**src/cpu_pkg.sv**
```systemverilog
`default_nettype none

package cpu_pkg;

   typedef logic [31:0] addr_t;     // Byte address into instruction memory
   typedef logic [31:0] word_t;     // Instruction word or register data
   typedef logic [2:0]  reg_idx_t;  // 0 = eax ... 7 = edi

   typedef enum logic [3:0] {
      OP_NOP    = 4'h0,
      OP_MOV_RR = 4'h1,
      OP_MOV_RI = 4'h2,
      OP_ADD    = 4'h3,
      OP_ADD_RI = 4'h4,
      OP_SUB    = 4'h5,
      OP_AND    = 4'h6,
      OP_OR     = 4'h7,
      OP_XOR    = 4'h8,
      OP_JMP    = 4'h9
   } opcode_e;

   typedef enum logic [2:0] {
      ALU_PASS_B = 3'd0,
      ALU_ADD    = 3'd1,
      ALU_SUB    = 3'd2,
      ALU_AND    = 3'd3,
      ALU_OR     = 3'd4,
      ALU_XOR    = 3'd5
   } alu_op_e;

   // Instruction fields
   localparam int OPC_MSB = 31;
   localparam int OPC_LSB = 28;
   localparam int DST_MSB = 27;
   localparam int DST_LSB = 25;
   localparam int SRC_MSB = 24;
   localparam int SRC_LSB = 22;
   localparam int IMM_MSB = 15;  // Sign bit of the immediate
   localparam int IMM_LSB = 0;

   localparam int    INSTR_BYTES = 4;
   localparam addr_t RESET_PC    = 32'h0000_0000;
   localparam int    NUM_REGS    = 8;

endpackage

`default_nettype wire

```
**src/fetch_unit.sv**
```systemverilog
`timescale 1ns/100ps
`default_nettype none

module fetch_unit (
   input  logic            clk,
   input  logic            rst_n,
   input  logic            redirect,
   input  cpu_pkg::addr_t  redirect_address,
   output logic            imem_valid,
   input  logic            imem_ready,
   output cpu_pkg::addr_t  imem_address,
   input  logic            imem_dp_valid,
   output logic            imem_dp_ready,
   input  cpu_pkg::word_t  imem_dp_read_data,
   output logic            f_valid,
   input  logic            f_ready,
   output cpu_pkg::word_t  f_instruction,
   output cpu_pkg::addr_t  f_pc
);
   import cpu_pkg::*;

   addr_t pc;            // Next request address
   addr_t req_pc;        // Address of the outstanding request
   addr_t jump_pc;
   logic  jump_pending;  // Redirect seen while a request was stuck on imem_ready
   logic  outstanding;
   logic  discard;       // Next response is stale
   logic  hold_valid;
   word_t hold_instr;
   addr_t hold_pc;
   logic  req_xfer;
   logic  resp_xfer;

   assign req_xfer      = imem_valid & imem_ready;
   assign resp_xfer     = imem_dp_valid & imem_dp_ready;
   assign imem_address  = pc;
   assign imem_dp_ready = ~hold_valid | f_ready | discard | redirect;

   assign f_valid       = hold_valid;
   assign f_instruction = hold_instr;
   assign f_pc          = hold_pc;

   always_ff @(posedge clk) begin
      if (!rst_n) begin
         pc           <= RESET_PC;
         imem_valid   <= 1'b0;
         outstanding  <= 1'b0;
         discard      <= 1'b0;
         jump_pending <= 1'b0;
         hold_valid   <= 1'b0;
      end else begin
         if (req_xfer) begin
            imem_valid   <= 1'b0;
            outstanding  <= 1'b1;
            pc           <= jump_pending ? jump_pc : pc + addr_t'(INSTR_BYTES);
            jump_pending <= 1'b0;
         end else if (resp_xfer) begin
            imem_valid  <= 1'b1;
            outstanding <= 1'b0;
         end else if (!outstanding) begin
            imem_valid <= 1'b1;
         end

         if (redirect) begin
            // A request already on the bus must finish at its old address
            if (imem_valid && !imem_ready) begin
               jump_pending <= 1'b1;
            end else begin
               pc <= redirect_address;
            end
            discard <= (outstanding & ~resp_xfer) | imem_valid;
         end else if (resp_xfer) begin
            discard <= 1'b0;
         end

         if (redirect)
            hold_valid <= 1'b0;
         else if (resp_xfer && !discard)
            hold_valid <= 1'b1;
         else if (f_ready)
            hold_valid <= 1'b0;
      end
   end

   always_ff @(posedge clk) begin
      if (req_xfer)
         req_pc <= pc;
      if (redirect)
         jump_pc <= redirect_address;
      if (resp_xfer && !discard && !redirect) begin
         hold_instr <= imem_dp_read_data;
         hold_pc    <= req_pc;
      end
   end

   // At most one request in flight
   a_one_outstanding: assert property (@(posedge clk) disable iff (!rst_n)
      imem_valid |-> !outstanding);

endmodule

`default_nettype wire

```
**src/decode_unit.sv**
```systemverilog
`timescale 1ns/100ps
`default_nettype none

module decode_unit (
   input  logic              clk,
   input  logic              rst_n,
   input  logic              redirect,
   input  logic              f_valid,
   output logic              f_ready,
   input  cpu_pkg::word_t    f_instruction,
   input  cpu_pkg::addr_t    f_pc,
   output logic              d_valid,
   input  logic              d_ready,
   output cpu_pkg::alu_op_e  d_alu_op,
   output cpu_pkg::reg_idx_t d_dst,
   output cpu_pkg::reg_idx_t d_src,
   output logic              d_uses_src,
   output logic              d_writes_dst,
   output logic              d_use_imm,
   output logic              d_jump,
   output cpu_pkg::word_t    d_imm,
   output cpu_pkg::addr_t    d_pc
);
   import cpu_pkg::*;

   opcode_e opc;
   alu_op_e alu_op;
   logic    uses_src;
   logic    writes_dst;
   logic    use_imm;
   logic    jump;

   assign opc     = opcode_e'(f_instruction[OPC_MSB:OPC_LSB]);
   assign f_ready = ~d_valid | d_ready;

   always_comb begin
      alu_op     = ALU_PASS_B;
      uses_src   = 1'b0;
      writes_dst = 1'b0;
      use_imm    = 1'b0;
      jump       = 1'b0;
      case (opc)
         OP_MOV_RR: begin
            uses_src   = 1'b1;
            writes_dst = 1'b1;
         end
         OP_MOV_RI: begin
            writes_dst = 1'b1;
            use_imm    = 1'b1;
         end
         OP_ADD, OP_SUB, OP_AND, OP_OR, OP_XOR: begin
            uses_src   = 1'b1;
            writes_dst = 1'b1;
            alu_op     = (opc == OP_ADD) ? ALU_ADD :
                         (opc == OP_SUB) ? ALU_SUB :
                         (opc == OP_AND) ? ALU_AND :
                         (opc == OP_OR)  ? ALU_OR  : ALU_XOR;
         end
         OP_ADD_RI: begin
            alu_op     = ALU_ADD;
            writes_dst = 1'b1;
            use_imm    = 1'b1;
         end
         OP_JMP: begin
            jump    = 1'b1;
            use_imm = 1'b1;   // Word offset rides in op_b
         end
         default: ;           // NOP and unused codes
      endcase
   end

   always_ff @(posedge clk) begin
      if (!rst_n)
         d_valid <= 1'b0;
      else if (redirect)
         d_valid <= 1'b0;
      else if (f_ready)
         d_valid <= f_valid;
   end

   always_ff @(posedge clk) begin
      if (f_valid && f_ready) begin
         d_alu_op     <= alu_op;
         d_dst        <= f_instruction[DST_MSB:DST_LSB];
         d_src        <= f_instruction[SRC_MSB:SRC_LSB];
         d_uses_src   <= uses_src;
         d_writes_dst <= writes_dst;
         d_use_imm    <= use_imm;
         d_jump       <= jump;
         d_imm        <= {{(31 - IMM_MSB){f_instruction[IMM_MSB]}},
                          f_instruction[IMM_MSB:IMM_LSB]};
         d_pc         <= f_pc;
      end
   end

endmodule

`default_nettype wire

```
**src/register_access.sv**
```systemverilog
`timescale 1ns/100ps
`default_nettype none

module register_access (
   input  logic              clk,
   input  logic              rst_n,
   input  logic              redirect,
   input  logic              d_valid,
   output logic              d_ready,
   input  cpu_pkg::alu_op_e  d_alu_op,
   input  cpu_pkg::reg_idx_t d_dst,
   input  cpu_pkg::reg_idx_t d_src,
   input  logic              d_uses_src,
   input  logic              d_writes_dst,
   input  logic              d_use_imm,
   input  logic              d_jump,
   input  cpu_pkg::word_t    d_imm,
   input  cpu_pkg::addr_t    d_pc,
   output logic              r_valid,
   input  logic              r_ready,
   output cpu_pkg::alu_op_e  r_alu_op,
   output cpu_pkg::reg_idx_t r_dst,
   output logic              r_writes_dst,
   output logic              r_jump,
   output cpu_pkg::word_t    r_op_a,
   output cpu_pkg::word_t    r_op_b,
   output cpu_pkg::addr_t    r_pc,
   input  logic              wb_valid,
   input  cpu_pkg::reg_idx_t wb_reg,
   input  cpu_pkg::word_t    wb_data
);
   import cpu_pkg::*;

   word_t               regs [NUM_REGS];
   logic [NUM_REGS-1:0] pending;  // Write in flight past this stage
   logic [NUM_REGS-1:0] claimed;
   logic                stall;
   logic                d_xfer;
   logic                r_xfer;

   // The entry in the operand register is not yet marked pending
   always_comb begin
      claimed = pending;
      if (r_valid && r_writes_dst)
         claimed[r_dst] = 1'b1;
   end

   assign stall   = (d_uses_src & claimed[d_src]) | (d_writes_dst & claimed[d_dst]);
   assign d_ready = (~r_valid | r_ready) & ~stall;
   assign d_xfer  = d_valid & d_ready;
   assign r_xfer  = r_valid & r_ready & ~redirect;

   always_ff @(posedge clk) begin
      if (!rst_n) begin
         for (int i = 0; i < NUM_REGS; i++) begin
            regs[i] <= '0;
         end
      end else if (wb_valid) begin
         regs[wb_reg] <= wb_data;
      end
   end

   always_ff @(posedge clk) begin
      if (!rst_n) begin
         r_valid <= 1'b0;
         pending <= '0;
      end else begin
         if (redirect)
            r_valid <= 1'b0;
         else if (~r_valid | r_ready)
            r_valid <= d_xfer & (d_writes_dst | d_jump);  // NOPs drop out here

         if (wb_valid)
            pending[wb_reg] <= 1'b0;
         if (r_xfer && r_writes_dst)
            pending[r_dst] <= 1'b1;
      end
   end

   always_ff @(posedge clk) begin
      if (d_xfer) begin
         r_alu_op     <= d_alu_op;
         r_dst        <= d_dst;
         r_writes_dst <= d_writes_dst;
         r_jump       <= d_jump;
         r_op_a       <= regs[d_dst];
         r_op_b       <= d_use_imm ? d_imm : regs[d_src];
         r_pc         <= d_pc;
      end
   end

   // Writeback must belong to an instruction the scoreboard tracked
   a_wb_was_pending: assert property (@(posedge clk) disable iff (!rst_n)
      wb_valid |-> pending[wb_reg]);

endmodule

`default_nettype wire

```
**src/execute_unit.sv**
```systemverilog
`timescale 1ns/100ps
`default_nettype none

module execute_unit (
   input  logic              clk,
   input  logic              rst_n,
   input  logic              r_valid,
   output logic              r_ready,
   input  cpu_pkg::alu_op_e  r_alu_op,
   input  cpu_pkg::reg_idx_t r_dst,
   input  logic              r_writes_dst,
   input  logic              r_jump,
   input  cpu_pkg::word_t    r_op_a,
   input  cpu_pkg::word_t    r_op_b,
   input  cpu_pkg::addr_t    r_pc,
   output logic              wb_valid,
   output cpu_pkg::reg_idx_t wb_reg,
   output cpu_pkg::word_t    wb_data,
   output logic              redirect,
   output cpu_pkg::addr_t    redirect_address
);
   import cpu_pkg::*;

   word_t result;
   addr_t target;
   logic  accept;

   assign r_ready = 1'b1;
   // Entry behind a taken jump is dropped
   assign accept  = r_valid & r_ready & ~redirect;

   always_comb begin
      case (r_alu_op)
         ALU_ADD: result = r_op_a + r_op_b;
         ALU_SUB: result = r_op_a - r_op_b;
         ALU_AND: result = r_op_a & r_op_b;
         ALU_OR:  result = r_op_a | r_op_b;
         ALU_XOR: result = r_op_a ^ r_op_b;
         default: result = r_op_b;   // mov
      endcase
   end

   // Offset is in words from the next instruction
   assign target = r_pc + addr_t'(INSTR_BYTES) + r_op_b * addr_t'(INSTR_BYTES);

   always_ff @(posedge clk) begin
      if (!rst_n) begin
         wb_valid <= 1'b0;
         redirect <= 1'b0;
      end else begin
         wb_valid <= accept & r_writes_dst;
         redirect <= accept & r_jump;
      end
   end

   always_ff @(posedge clk) begin
      if (accept) begin
         wb_reg           <= r_dst;
         wb_data          <= result;
         redirect_address <= target;
      end
   end

   // A jump never writes a register
   a_redirect_no_wb: assert property (@(posedge clk) disable iff (!rst_n)
      redirect |-> !wb_valid);

endmodule

`default_nettype wire

```
**src/pipeline_top.sv**
```systemverilog
`timescale 1ns/100ps
`default_nettype none

module pipeline_top (
   input  logic              clk,
   input  logic              rst_n,
   output logic              imem_valid,
   input  logic              imem_ready,
   output cpu_pkg::addr_t    imem_address,
   input  logic              imem_dp_valid,
   output logic              imem_dp_ready,
   input  cpu_pkg::word_t    imem_dp_read_data,
   output logic              retire_valid,
   output cpu_pkg::reg_idx_t retire_reg,
   output cpu_pkg::word_t    retire_data
);
   import cpu_pkg::*;

   logic     redirect;
   addr_t    redirect_address;

   // Fetch to decode
   logic     f_valid;
   logic     f_ready;
   word_t    f_instruction;
   addr_t    f_pc;

   // Decode to register access
   logic     d_valid;
   logic     d_ready;
   alu_op_e  d_alu_op;
   reg_idx_t d_dst;
   reg_idx_t d_src;
   logic     d_uses_src;
   logic     d_writes_dst;
   logic     d_use_imm;
   logic     d_jump;
   word_t    d_imm;
   addr_t    d_pc;

   // Register access to execute
   logic     r_valid;
   logic     r_ready;
   alu_op_e  r_alu_op;
   reg_idx_t r_dst;
   logic     r_writes_dst;
   logic     r_jump;
   word_t    r_op_a;
   word_t    r_op_b;
   addr_t    r_pc;

   logic     wb_valid;
   reg_idx_t wb_reg;
   word_t    wb_data;

   fetch_unit uut_fetch (
      .clk, .rst_n, .redirect, .redirect_address,
      .imem_valid, .imem_ready, .imem_address,
      .imem_dp_valid, .imem_dp_ready, .imem_dp_read_data,
      .f_valid, .f_ready, .f_instruction, .f_pc
   );

   decode_unit uut_decode (
      .clk, .rst_n, .redirect,
      .f_valid, .f_ready, .f_instruction, .f_pc,
      .d_valid, .d_ready, .d_alu_op, .d_dst, .d_src,
      .d_uses_src, .d_writes_dst, .d_use_imm, .d_jump, .d_imm, .d_pc
   );

   register_access uut_register_access (
      .clk, .rst_n, .redirect,
      .d_valid, .d_ready, .d_alu_op, .d_dst, .d_src,
      .d_uses_src, .d_writes_dst, .d_use_imm, .d_jump, .d_imm, .d_pc,
      .r_valid, .r_ready, .r_alu_op, .r_dst, .r_writes_dst, .r_jump,
      .r_op_a, .r_op_b, .r_pc,
      .wb_valid, .wb_reg, .wb_data
   );

   execute_unit uut_execute (
      .clk, .rst_n,
      .r_valid, .r_ready, .r_alu_op, .r_dst, .r_writes_dst, .r_jump,
      .r_op_a, .r_op_b, .r_pc,
      .wb_valid, .wb_reg, .wb_data, .redirect, .redirect_address
   );

   assign retire_valid = wb_valid;   // Every register write retires
   assign retire_reg   = wb_reg;
   assign retire_data  = wb_data;

endmodule

`default_nettype wire

```
**config.mk**
```make
export PLATFORM = sky130hd
export DESIGN_NAME = pipeline_top
export DESIGN_NICKNAME = d
export VERILOG_FILES = /design/src/cpu_pkg.sv /design/src/fetch_unit.sv /design/src/decode_unit.sv /design/src/register_access.sv /design/src/execute_unit.sv /design/src/pipeline_top.sv
export SDC_FILE = /design/constraint.sdc
export NUM_CORES = 1
export LEC_CHECK = 0
export BUFFER_PORTS_ARGS = -buffer_cell sky130_fd_sc_hd__buf_2
export CORE_MARGIN = 2
export CORE_UTILIZATION = 45
export DETAILED_ROUTE_END_ITERATION = 10
export GPL_TIMING_DRIVEN = 1
export PLACE_DENSITY = 0.7
export SKIP_CTS_REPAIR_TIMING = 1
export SKIP_LAST_GASP = 1
export SYNTH_ARGS = -nofsm -noshare
export SYNTH_HDL_FRONTEND = slang
export SYNTH_HIERARCHICAL = 1
export SYNTH_SLANG_ARGS = --single-unit
```
**constraint.sdc**
```tcl
create_clock -name clk -period 14.8 [get_ports clk]
set_input_delay 0 -clock clk [delete_from_list [all_inputs] [get_ports clk]]
set_output_delay 0 -clock clk [all_outputs]
set_load 0.1 [all_outputs]
```
==> results of run 1 <==
==> area by class of cell <==
class | count | area [um^2] | area share [%]
clock inverters | 33 | 378 | 0.988
clock buffers | 93 | 1890 | 4.94
flip-flops and latches | 659 | 19300 | 50.5
inverters | 115 | 432 | 1.13
well taps | 978 | 1220 | 3.20
multi-input cells | 1679 | 14000 | 36.5
repair buffers | 164 | 1050 | 2.75
==> worst max-delay path: stages (launching register included) <==
cell and delay [ps]:
edfxtp_1 530, or4_1 610, nor4_1 490, nand3_1 180
nor2_1 400, nand2_1 290, nor4_1 250, nor2_1 100
xnor2_1 170, ha_1 220, a21oi_1 280, o21ai_0 140
a21o_1 210, a2111oi_0 570, o31ai_1 140, o21ai_0 270
mux2_2 370, nor2_1 120
==> worst paths after layout <==
check	startpoint	endpoint	slack [ps]	cells past startpoint
setup / recovery	uut_register_access/r_op_b[2]$_DFFE_PP_	uut_execute/wb_data[28]$_DFFE_PP_	9290	17
hold / removal	rst_n	uut_fetch/imem_valid$_SDFFE_PP0N_	80	3
setup reg to reg	uut_register_access/r_op_b[2]$_DFFE_PP_	uut_execute/wb_data[28]$_DFFE_PP_	9290	17
hold reg to reg	uut_fetch/f_instruction[5]$_DFFE_PP_	uut_decode/d_imm[5]$_DFFE_PP_	410	0
==> routing by layer <==
| layer | vias up | global-route usage [%] | part of all wire [%] |
|---|---|---|---|
| met3 | 210 | 2.71 | 5.6 |
| met1 | 11400 | 28.4 | 40 |
| li1 | 10100 | - | - |
| met4 | 0 | 12.1 | 4.8 |
| met2 | 933 | 40.0 | 50 |
| met5 | - | 0 | 0 |
==> through the flow <==
stage          worst slack [ps]  util [%]  hold slack (ps)  power [uW]
2_1_floorplan              2940         -             98.9        2470
3_3_place_gp               9460      47.1              177        2570
3_5_place_dp               9460      47.1              178        2590
4_1_cts                    9410      50.1             -471        4340
5_1_grt                    8730      50.5             73.1        4440
6_report                   9290      50.5             81.2        4310
==> report_power, final <==
| group | switching, uW | leakage (uW) | internal [uW] |
|---|---|---|---|
| Clock | 722 | 0.00110 | 1030 |
| Sequential | 46.3 | 0.00635 | 2110 |
| Combinational | 250 | 0.00683 | 154 |
| Total | 1020 | 0.0143 | 3290 |
==> results.toml, run 1 <==
[final_layout]
most-common-layout-cells = "edfxtp_1, and2_1, nand2_1, ha_1, mux4_2"
largest-register = "uut_register_access/regs"
fin_nets = 2881
layout_commonest_cell = "edfxtp_1"
fin_cells = 3721
drive_gt1_share_pct = 16.1
final_cell_area_um2 = 38300
nFillCells = 6379
largest_reg_flops = 256
area_delta_synth_final_pct = 11.3
antennaDiodeCount = 0

[sta]
max_freq_mhz = 182
hold_violations = 0
worstMarginPinSlew_ps = 1300
fin_crit_ps = 5510
skew_ps = 32.2
tns_ps = 0
finalSetupViolCount = 0
slew_viol_final = 0
maxSlewHeadroom_pct = 13.3
rsz0062_at_grt = "no"
min_period_over_period_pct = 37.2

[routing]
avgRoutedWirePerCell_um = 24.6
drt_iter0_markers = 2155
wl_mm = 91.4
vias_per_cell = 6.08
ant_nets = 0
drc_errors = 0
first_pass_iters = 9
dr_total_vias = 22600

[place]
hpwl_mm = 57.1
gp_congestion = 0.840
io_buffers = 99
place_area_um2 = 35700
placed_cells = 3567

[die]
die_x_um = 280
core_area_um2 = 75800
initial_utilization_pct = 45.3
chipHeight_um = 280
io_pins = 106
rows = 101
die-area_um2 = 78600

[clocking]
cts.sink_count = 659
cts_buffers = 70
clk_latency_ps = 620
cts_tree = "yes"
clock_path_buffers = 3
clkTransAtPathRegs_ps = 60
htree_num_levels = 3
cts-root-buf = "clkbuf_16"

[run_status]
status = "complete, no violations"

[worst_setup_path]
end_kind = "flop"
crit_required_ps = 15250
worstSetupStartpointType = "flop"
critical_path_arrival_ps = 5960
path_class = "reg2reg"
crit_fanout = 6

[logic_synthesis]
syn-cell-area_um2 = 34400
syn_area_per_cell_um2 = 13.1
synth_fp_nets = 2810
synth_cells = 2618
yosys_warnings = 6

[global_routing]
grt_start_max_net_pins = 73
grt_pass1_wl_mm = 137
grt-ovfl-total = 0
grt_use_total_pct = 23.1
antenna_found_initial = 0
first_global_vias = 23000

[pwr]
p_leak_uw = 0.0143
powerDensity_nw_per_um2 = 113
peakVddDrop_uv = 94.0

[run]
maxCapViolations = 0

[min_path]
hp-class = "in2reg"
Note: power is estimated with default switching activity, not from simulation.
==> run 2, diff against run 1 <==
- ABC_AREA: unset -> 1
- PLACE_DENSITY: 0.7 -> 0.72
- clock period: 14.8 -> 4.6 ns (I/O delays scaled with it)
==> run 2 against run 1 <==
Against the previous run: setup slack got worse by 8500 ps; die area increased by 3.1%; maximum frequency rose by 45%; total power rose to 3.2 times the previous value; sequential share of layout area shrank 1.3 points; sequential power rose to 3.2 times the previous value; cell count increased by 35%; combinational power grew to 3.3 times the previous value; wire length increased by 8.6%; synthesized cell count is 48% higher; clock-buffer cell count shrank 5; clock skew about the same; critical endpoint is now uut_execute/wb_data[31]$_DFFE_PP_; largest cell class unchanged.
==> results.toml, run 2 <==
[final_layout]
largest-register = "uut_register_access/regs"
fin_cells = 5013
final_cell_area_um2 = 39300
area_delta_synth_final_pct = 10.8
fin_nets = 4109
layout_commonest_cell = "nand2_1"
most-common-layout-cells = "nand2_1, edfxtp_1, nor2_1, inv_1, o21ai_0"
utilization_pct = 50.5
drive_gt1_share_pct = 8.71
largest_reg_flops = 256

[clocking]
cts-root-buf = "clkbuf_16"
clk_latency_ps = 630
clock_path_buffers = 3
cts_tree = "yes"
cts_buffers = 71
clkTransAtPathRegs_ps = 60
cts.sink_count = 659
htree_num_levels = 3

[pwr]
p_leak_uw = 0.0159
peakVddDrop_uv = 243
powerDensity_nw_per_um2 = 353

[sta]
worstMarginPinSlew_ps = 1230
finalSetupViolCount = 0
skew_ps = 31.8
rsz0062_at_grt = "no"
hold_violations = 0
tns_ps = 0
min_period_over_period_pct = 82.7
fin_crit_ps = 3800
max_freq_mhz = 263
slew_viol_final = 0
setup_ws_ps = 796
maxSlewHeadroom_pct = 18.0

[logic_synthesis]
yosys_warnings = 6
syn_area_per_cell_um2 = 9.17
synth_fp_nets = 4056
synth_cells = 3864
syn-cell-area_um2 = 35400

[die]
initial_utilization_pct = 45.6
core_area_um2 = 77700
rows = 102
chipHeight_um = 285
io_pins = 106
die-area_um2 = 81000
die_x_um = 285

[global_routing]
first_global_vias = 26600
grt_pass1_wl_mm = 152
grt-ovfl-total = 0
antenna_found_initial = 4
grt_start_max_net_pins = 193
grt_use_total_pct = 24.1

[worst_setup_path]
reg2regPathDepth = 20
worstSetupStartpointType = "flop"
critical_path_arrival_ps = 4170
path_class = "reg2reg"
crit_fanout = 5
startpoint = "uut_register_access/r_op_b[0]$_DFFE_PP_"
crit_required_ps = 4970
r2r-start = "uut_register_access/r_op_b[0]$_DFFE_PP_"
end_kind = "flop"

[routing]
ant_nets = 0
first_pass_iters = 6
wl_mm = 99.2
met3WireLength_mm = 9.79
highest_layer = "met4"
drt_iter0_markers = 3661
vias_per_cell = 5.62
avgRoutedWirePerCell_um = 19.8
wl_met2_mm = 45.3
wl_met1_mm = 40.7
dr_total_vias = 28200
drc_errors = 0

[min_path]
hp-class = "in2reg"
whs_path_depth = 4
worstHoldStart = "rst_n"

[place]
dp_slack_ps = 857
io_buffers = 99
gp_congestion = 0.930
hpwl_mm = 64.5
place_area_um2 = 36700
placed_cells = 4857

[run]
maxCapViolations = 0

[run_status]
status = "complete, no violations"
[run 2: per-layer routing]
layer  up-vias  global-route usage (%)
met5         -                       0
met4         0                    9.41
met3       196                    3.39
met2      1512                    38.6
met1     13200                    33.0
li1      13200                       -
[run 2: through the flow]
stage,power (uW),hold slack [ps]
CTS,13900,-486
floorplan,7930,98.9
finish,13900,24.3
global route,14300,39.4
global placement,8310,179
detailed placement,8330,178
[run 2: power by group]
part           switching [uW]  total (uW)  internal (uW)
Sequential                134        6910           6780
Combinational             963        1340            382
Clock                    2390        5590           3200
[run 2: layout make-up]
type	instances	area (um^2)
clock buffer	88	1940
clock inverter	40	344
inverter	463	1750
antenna	1	2.50
sequential	659	19300
fill	6960	38500
multi-input combinational	2556	13500
tap	1040	1300
timing repair buffer	166	1120
[run 2: critical path, cell delays in order (launching register included)]
cell	delay (ps)
edfxtp_1	430
inv_1	180
ha_1	210
nand3_2	100
nor3_2	280
nand2_1	180
inv_1	110
nand2_1	90
o21ai_1	280
nand2_1	110
xor2_1	160
ha_1	350
nand2_1	140
nor2_1	220
nand2_1	130
nor2_1	200
nand2_1	80
nand2_1	70
nand2_1	50
nand3_1	90
a21oi_1	80
[run 2: path summary, 6_finish.rpt]
kind / to / slack (ps)
hold / removal: uut_register_access/r_valid$_SDFFE_PP0P_ / 20
setup reg to reg: uut_execute/wb_data[31]$_DFFE_PP_ / 800
setup / recovery: uut_execute/wb_data[31]$_DFFE_PP_ / 800
hold reg to reg: uut_fetch/f_pc[2]$_DFFE_PP_ / 400
